**config.mk**
```make
export PLATFORM = sky130hd
export DESIGN_NAME = aud_capture_top
export DESIGN_NICKNAME = d
export VERILOG_FILES = /design/src/hw/aud_pkg.sv /design/src/hw/rec_sample_if.sv /design/src/hw/aud_recorder.sv /design/src/hw/sram_write_port.sv /design/src/hw/aud_capture_top.sv
export SDC_FILE = /design/constraint.sdc
export NUM_CORES = 1
export LEC_CHECK = 0
export BUFFER_PORTS_ARGS = -buffer_cell sky130_fd_sc_hd__buf_2
export CAP_MARGIN = 15
export CORE_MARGIN = 2
export CORE_UTILIZATION = 40
export DETAILED_ROUTE_END_ITERATION = 8
export PLACE_DENSITY_LB_ADDON = 0.1
export SKIP_CTS_REPAIR_TIMING = 1
export SLEW_MARGIN = 0
export SYNTH_ARGS = -nofsm -noshare
export SYNTH_HDL_FRONTEND = slang
export SYNTH_SLANG_ARGS = --single-unit
```
**constraint.sdc**
```tcl
create_clock -name i_clk -period 2.7 [get_ports i_clk]
set_input_delay 0.27 -clock i_clk [delete_from_list [all_inputs] [get_ports i_clk]]
set_output_delay 0.27 -clock i_clk [all_outputs]
set_load 0.05 [all_outputs]
```
**src/hw/aud_pkg.sv**
```systemverilog
`default_nettype none

package aud_pkg;

    // one audio sample, msb first on the wire.
    localparam int unsigned SAMPLE_W = 16;

    // word address into the 1M x 16 SRAM.
    localparam int unsigned ADDR_W = 20;

    // counts the bits of one sample.
    localparam int unsigned BIT_CNT_W = 5;

    // words per recording when the top does not override it.
    localparam int unsigned MAX_WORDS_DEFAULT = 1024000;

    // recorder FSM.
    // REC_WAIT_FRAME waits for a falling edge of lrc, which marks the left word.
    // REC_FINISH lasts one cycle and raises done on its way back to idle.
    typedef enum logic [2:0] {
        REC_IDLE       = 3'd0,
        REC_WAIT_FRAME = 3'd1,
        REC_CAPTURE    = 3'd2, // shifting the 16 left bits.
        REC_PAUSE      = 3'd3,
        REC_FINISH     = 3'd4
    } rec_state_t;

endpackage

`default_nettype wire

```
**src/hw/rec_sample_if.sv**
```systemverilog
`timescale 1ns/10ps
`default_nettype none

// completed samples, recorder to SRAM write port.
// addr and data mean something only while valid is high.
interface rec_sample_if;
    import aud_pkg::*;

    logic                valid; // one cycle per sample.
    logic [ADDR_W-1:0]   addr;
    logic [SAMPLE_W-1:0] data;
    logic                last;  // sample that fills the recording.

    modport rec_src (
        output valid,
        output addr,
        output data,
        output last
    );

    modport sram_sink (
        input valid,
        input addr,
        input data,
        input last
    );

endinterface

`default_nettype wire

```
**src/hw/aud_recorder.sv**
```systemverilog
`timescale 1ns/10ps
`default_nettype none

module aud_recorder #(
    parameter int unsigned P_MAX_WORDS = aud_pkg::MAX_WORDS_DEFAULT
) (
    input  wire            i_clk,
    input  wire            i_rst_n,
    input  wire            i_lrc,
    input  wire            i_data,
    input  wire            i_start,
    input  wire            i_pause,
    input  wire            i_stop,
    output logic           o_recording,
    output logic           o_done,
    rec_sample_if.rec_src  smp
);
    import aud_pkg::*;

    localparam logic [ADDR_W-1:0]    LAST_ADDR = ADDR_W'(P_MAX_WORDS - 1);
    localparam logic [BIT_CNT_W-1:0] LAST_BIT  = BIT_CNT_W'(SAMPLE_W - 1);

    rec_state_t            state_r, state_w;
    logic [BIT_CNT_W-1:0]  bit_cnt_r, bit_cnt_w;
    logic [ADDR_W-1:0]     addr_r, addr_w;
    logic [SAMPLE_W-1:0]   shift_r;
    logic                  shift_en;
    logic                  lrc_q;
    logic                  lrc_fall;
    logic                  valid_r, valid_w;
    logic                  last_r, last_w;
    logic                  done_r, done_w;

    assign lrc_fall = lrc_q & ~i_lrc; // first cycle of the left half.

    always_comb begin
        state_w   = state_r;
        bit_cnt_w = bit_cnt_r;
        addr_w    = addr_r;
        valid_w   = 1'b0;
        last_w    = 1'b0;
        done_w    = 1'b0;
        shift_en  = 1'b0;

        // the address moves on once the sample has been handed over.
        if (valid_r) begin
            addr_w = addr_r + 1'b1;
        end

        case (state_r)
            REC_IDLE: begin
                if (i_start) begin
                    state_w = REC_WAIT_FRAME;
                    addr_w  = '0;
                end
            end

            REC_WAIT_FRAME: begin
                if (i_stop) begin
                    state_w = REC_FINISH;
                end else if (i_pause) begin
                    state_w = REC_PAUSE;
                end else if (lrc_fall) begin
                    state_w   = REC_CAPTURE; // this edge is the delay bit.
                    bit_cnt_w = '0;
                end
            end

            REC_CAPTURE: begin
                if (i_stop) begin
                    state_w = REC_FINISH;
                end else if (i_pause) begin
                    state_w = REC_PAUSE; // partial word is dropped.
                end else if (i_lrc) begin
                    // right half started early, word is incomplete.
                    state_w = REC_WAIT_FRAME;
                end else begin
                    shift_en = 1'b1;
                    if (bit_cnt_r == LAST_BIT) begin
                        valid_w = 1'b1;
                        last_w  = (addr_r == LAST_ADDR);
                        state_w = last_w ? REC_FINISH : REC_WAIT_FRAME;
                    end else begin
                        bit_cnt_w = bit_cnt_r + 1'b1;
                    end
                end
            end

            REC_PAUSE: begin
                if (i_stop) begin
                    state_w = REC_FINISH;
                end else if (i_pause) begin
                    state_w = REC_WAIT_FRAME; // resume on the next frame.
                end
            end

            REC_FINISH: begin
                done_w  = 1'b1;
                state_w = REC_IDLE;
            end

            default: begin
                state_w = REC_IDLE;
            end
        endcase
    end

    always_ff @(posedge i_clk) begin
        if (i_rst_n) begin
            state_r   <= REC_IDLE;
            bit_cnt_r <= '0;
            addr_r    <= '0;
            lrc_q     <= 1'b0;
            valid_r   <= 1'b0;
            last_r    <= 1'b0;
            done_r    <= 1'b0;
        end else begin
            state_r   <= state_w;
            bit_cnt_r <= bit_cnt_w;
            addr_r    <= addr_w;
            lrc_q     <= i_lrc;
            valid_r   <= valid_w;
            last_r    <= last_w;
            done_r    <= done_w;
        end
    end

    // msb arrives first.
    always_ff @(posedge i_clk) begin
        if (shift_en) begin
            shift_r <= {shift_r[SAMPLE_W-2:0], i_data};
        end
    end

    assign o_recording = state_r inside {REC_WAIT_FRAME, REC_CAPTURE, REC_PAUSE};
    assign o_done      = done_r;

    assign smp.valid = valid_r;
    assign smp.addr  = addr_r;
    assign smp.data  = shift_r;
    assign smp.last  = last_r;

    // a sample is preceded by a whole word of capture, first bit to last.
    a_valid_from_capture: assert property (
        @(posedge i_clk) disable iff (i_rst_n)
        valid_r |-> $past(state_r == REC_CAPTURE) &&
                    $past(state_r == REC_CAPTURE, SAMPLE_W)
    );

    a_addr_in_range: assert property (
        @(posedge i_clk) disable iff (i_rst_n)
        addr_r <= P_MAX_WORDS
    );

endmodule

`default_nettype wire

```
**src/hw/sram_write_port.sv**
```systemverilog
`timescale 1ns/10ps
`default_nettype none

module sram_write_port (
    input  wire                            i_clk,
    input  wire                            i_rst_n,
    rec_sample_if.sram_sink                smp,
    output logic [aud_pkg::ADDR_W-1:0]     o_sram_addr,
    output logic [aud_pkg::SAMPLE_W-1:0]   o_sram_dq,
    output logic                           o_sram_we_n,
    output logic                           o_sram_ce_n
);

    // strobes are low for the one cycle after valid.
    always_ff @(posedge i_clk) begin
        if (i_rst_n) begin
            o_sram_we_n <= 1'b1;
            o_sram_ce_n <= 1'b1;
        end else begin
            o_sram_we_n <= ~smp.valid;
            o_sram_ce_n <= ~smp.valid;
        end
    end

    // address and data are held until the next sample,
    // so they stay stable on both sides of the strobe.
    always_ff @(posedge i_clk) begin
        if (smp.valid) begin
            o_sram_addr <= smp.addr;
            o_sram_dq   <= smp.data;
        end
    end

    // samples are far apart, a write never runs into the next one.
    a_we_single_cycle: assert property (
        @(posedge i_clk) disable iff (i_rst_n)
        !o_sram_we_n |=> o_sram_we_n
    );

endmodule

`default_nettype wire

```
**src/hw/aud_capture_top.sv**
```systemverilog
`timescale 1ns/10ps
`default_nettype none

module aud_capture_top #(
    parameter int unsigned P_MAX_WORDS = aud_pkg::MAX_WORDS_DEFAULT
) (
    input  wire                            i_clk,
    input  wire                            i_rst_n,
    input  wire                            i_lrc,
    input  wire                            i_data,
    input  wire                            i_start,
    input  wire                            i_pause,
    input  wire                            i_stop,
    output logic [aud_pkg::ADDR_W-1:0]     o_sram_addr,
    output logic [aud_pkg::SAMPLE_W-1:0]   o_sram_dq,
    output logic                           o_sram_we_n,
    output logic                           o_sram_ce_n,
    output logic                           o_recording,
    output logic                           o_done
);

    rec_sample_if rec_smp ();

    // serial capture and key handling.
    aud_recorder #(
        .P_MAX_WORDS (P_MAX_WORDS)
    ) i_aud_recorder (
        .i_clk       (i_clk),
        .i_rst_n     (i_rst_n),
        .i_lrc       (i_lrc),
        .i_data      (i_data),
        .i_start     (i_start),
        .i_pause     (i_pause),
        .i_stop      (i_stop),
        .o_recording (o_recording),
        .o_done      (o_done),
        .smp         (rec_smp.rec_src)
    );

    // one SRAM write per sample.
    sram_write_port i_sram_write_port (
        .i_clk       (i_clk),
        .i_rst_n     (i_rst_n),
        .smp         (rec_smp.sram_sink),
        .o_sram_addr (o_sram_addr),
        .o_sram_dq   (o_sram_dq),
        .o_sram_we_n (o_sram_we_n),
        .o_sram_ce_n (o_sram_ce_n)
    );

endmodule

`default_nettype wire

```
==> impl_metrics.toml <==
[logic_synthesis]
syn-num-nets = 236
async_flop_share = 0
synthesis.instances = 226
netlist-cell-type-count = 33
synth_enable_flop_cells = 52
synth.most_common_cell = "edfxtp_1"
synth_area_per_cell_sq_um = 13.4
biggest_area_contributors_in_the_synthesized_netlist = "edfxtp_1 (51%), dfxtp_1 (21%), nor2_1 (3.2%)"
synth_top_area_frac = 0.515
synth_top_flop_cell = "edfxtp_1"
synthesis.yosys.warnings = 0
ys_ff_latch = 84
post_synth_instance_area_sq_um = 3030
netlist_top_cells_count = "edfxtp_1 (52), dfxtp_1 (32), nor2_1 (26)"
netlist.top_cell.by_area = "edfxtp_1"
synth-seq-area-share = 0.726

[final_layout]
syn_to_final_growth_pct = 17.2
final_area_sq_um = 3560
multi_input_comb_area_sq_um = 774
num_antenna_cells = 0
final_nets = 288
final-seq-area_sq_um = 2200
drive_above_1_share = 0.233
filler_cell_count = 706

[timing]
finalHoldViolations = 0
timing.hold.ws_ns = 0.0950
slew_headroom = 0.585
post-route-worst-setup-slack_ns = 0.725
worst_clock_skew_ns = 0.00880
highest_clock_frequency_the_design_can_meet_mhz = 506
timing.final.setup_violations = 0
final_min_period_over_clock_period = 0.731
sum_neg_setup_slack_ns = 0
setup_repair_after_global_routing_missed_its_margin = "no"
final_period_minus_worst_setup_slack_ns = 1.97
timing_max_transition_violations_final = 0
tightest_slew_ns = 0.622

[power]
leakagePower_nw = 1.19
cellInternalPower_mw = 1.73
max-vdd-ir-drop_v = 0.000226
cellPowerDensity_nw_per_um2 = 643
relative_contribution_of_combinational_cells_to_total_power = 0.038
total_switching_power_uw = 552
pwr-share-seq = 0.599
share_clk_of_total_power = 0.363
netSwitchingFraction = 0.241

[global_route]
grt_usage = 0.128
grt_pass1_vias = 1708
grt_first_pass_wirelength_um = 8200
grt_start_max_net_pins = 24
grt_antenna_before_repair = 0
overflow = 0

[floorplanning]
fp-row-count = 31
die-height_um = 91.1
initial_utilization = 0.416
num_io_pins = 47
die_w_um = 91.1
die_area_sq_um = 8290
floorplan.core_area_sq_um = 7290

[routing]
drt-vias-per-instance = 4.81
dr.pass1.iters = 4
wl_per_cell_um = 12.9
ant_nets = 0
postRouteWirelength_um = 4910
dr.first_iter.drc_count = 61
drc = 0
dr_total_vias = 1837

[placed_design]
placement.setup.worst_slack_ns = 0.713
post_dp_hpwl_um = 3140
finalWeightedCongestion = 0.790
port_buffers = 46
dpl_cell_area_sq_um = 3370

[run]
drv_cap = 0

[min_path]
hp-class = "primary input to flip-flop"

[critical_path]
end_kind = "flip-flop"
startpoint_type = "flip-flop"
critPathKind = "flip-flop to flip-flop"
crit_path_max_fanout = 20
required_arrival_time_at_the_worst_endpoint_ns = 2.99
timing.critical_path.arrival_ns = 2.26

[clock_network]
cts_tree = "built"
cts_buffers = 9
clkLatencyLatePin_ns = 0.35
cts.root.buffer_cell = "clkbuf_8"
cts.htree.levels = 3
maximum_count_of_clock_buffers_along_a_single_path = 2
clock_sink_count = 84
path_clk_slew_ns = 0.09

[run_status]
outcome = "complete, no violations"
[placed cells by master (no fill, tap or decap), types with 2 or more instances in the layout]
cell and instances:
inv_1 7, inv_6 3, nor2_1 26, ha_1 3
nand2_1 9, buf_2 46, edfxtp_1 52, or3_1 11
nor3b_1 4, dfxtp_1 31, xnor2_1 9, xor2_1 6
nand2b_1 2, a21oi_1 10, and3_1 2, nand4_1 7
o211ai_1 2, and4_1 2, nor4b_1 4, nor3_1 5
o21ai_0 9, buf_4 2, clkbuf_8 9, nand3_1 6
[area by class of cell]
cell class              count  area share
inverters                   7     0.00739
well taps                  99      0.0348
clock inverters             7      0.0165
flip-flops and latches     84       0.620
repair buffers             48      0.0690
multi-input cells         128       0.218
clock buffers               9      0.0348
[state kept, by name, indices dropped and copies added, names as in the netlist]
register,cells
i_aud_recorder.bit_cnt_r,5
i_aud_recorder.lrc_q,1
i_aud_recorder.o_done,1
i_aud_recorder.smp.addr,20
i_aud_recorder.smp.data,16
i_aud_recorder.smp.valid,1
i_aud_recorder.state_r,3
i_sram_write_port.o_sram_addr,20
i_sram_write_port.o_sram_ce_n,1
i_sram_write_port.o_sram_dq,16
[kinds of logic after synthesis]
family,synth area share
mux,0.00330
buf+inv,0.0186
simple gates,0.144
compound gates,0.0528
xor+xnor,0.0433
fa+ha+maj,0.0124
flops,0.726
[worst max-delay path: stages (launching register included)]
cell     delay [ns]
dfxtp_2        0.61
nand4_1        0.30
or3_1          0.51
or3_1          0.35
a21oi_1        0.14
[worst paths after layout]
check	slack (ns)	cells after the start	startpoint	endpoint
worst min-delay path	0.09	1	i_data	i_aud_recorder.smp.data[0]$_DFFE_PP_
worst min register to register	0.42	0	i_aud_recorder.smp.data[15]$_DFFE_PP_	i_sram_write_port.o_sram_dq[15]$_DFFE_PP_
worst max-delay path	0.73	4	i_aud_recorder.smp.valid$_SDFF_PP0_	i_aud_recorder.smp.addr[13]$_SDFF_PP0_
worst max register to register	0.73	4	i_aud_recorder.smp.valid$_SDFF_PP0_	i_aud_recorder.smp.addr[13]$_SDFF_PP0_
[metrics by stage]
| stage | utilization | power (mW) | instances |
|---|---|---|---|
| 3_5_place_dp | 0.463 | 1.49 | 366 |
| 2_1_floorplan | - | 1.46 | 226 |
| 6_report | 0.488 | 2.29 | 382 |
| 5_1_grt | 0.488 | 2.37 | 382 |
| 4_1_cts | 0.488 | 2.31 | 382 |
| 3_3_place_gp | 0.463 | 1.49 | 366 |
[routing by layer]
layer | part of all wire | vias up | GRT usage | wire length (um)
met2 | 0.44 | 42 | 0.186 | 2140
met5 | 0 | - | 0 | 0
li1 | - | 924 | - | -
met1 | 0.50 | 863 | 0.173 | 2470
met3 | 0.049 | 8 | 0.0415 | 239
met4 | 0.013 | 0 | 0.0606 | 64
[power groups by stage]
stage               sequential (mW)  clock (mW)  combinational (mW)
finish                         1.37       0.829              0.0862
global placement               1.40           0              0.0869
detailed placement             1.40           0              0.0871
CTS                            1.37       0.855              0.0873
floorplan                      1.39           0              0.0716
global route                   1.37       0.907              0.0950
Power figures use the tool's default switching activity.
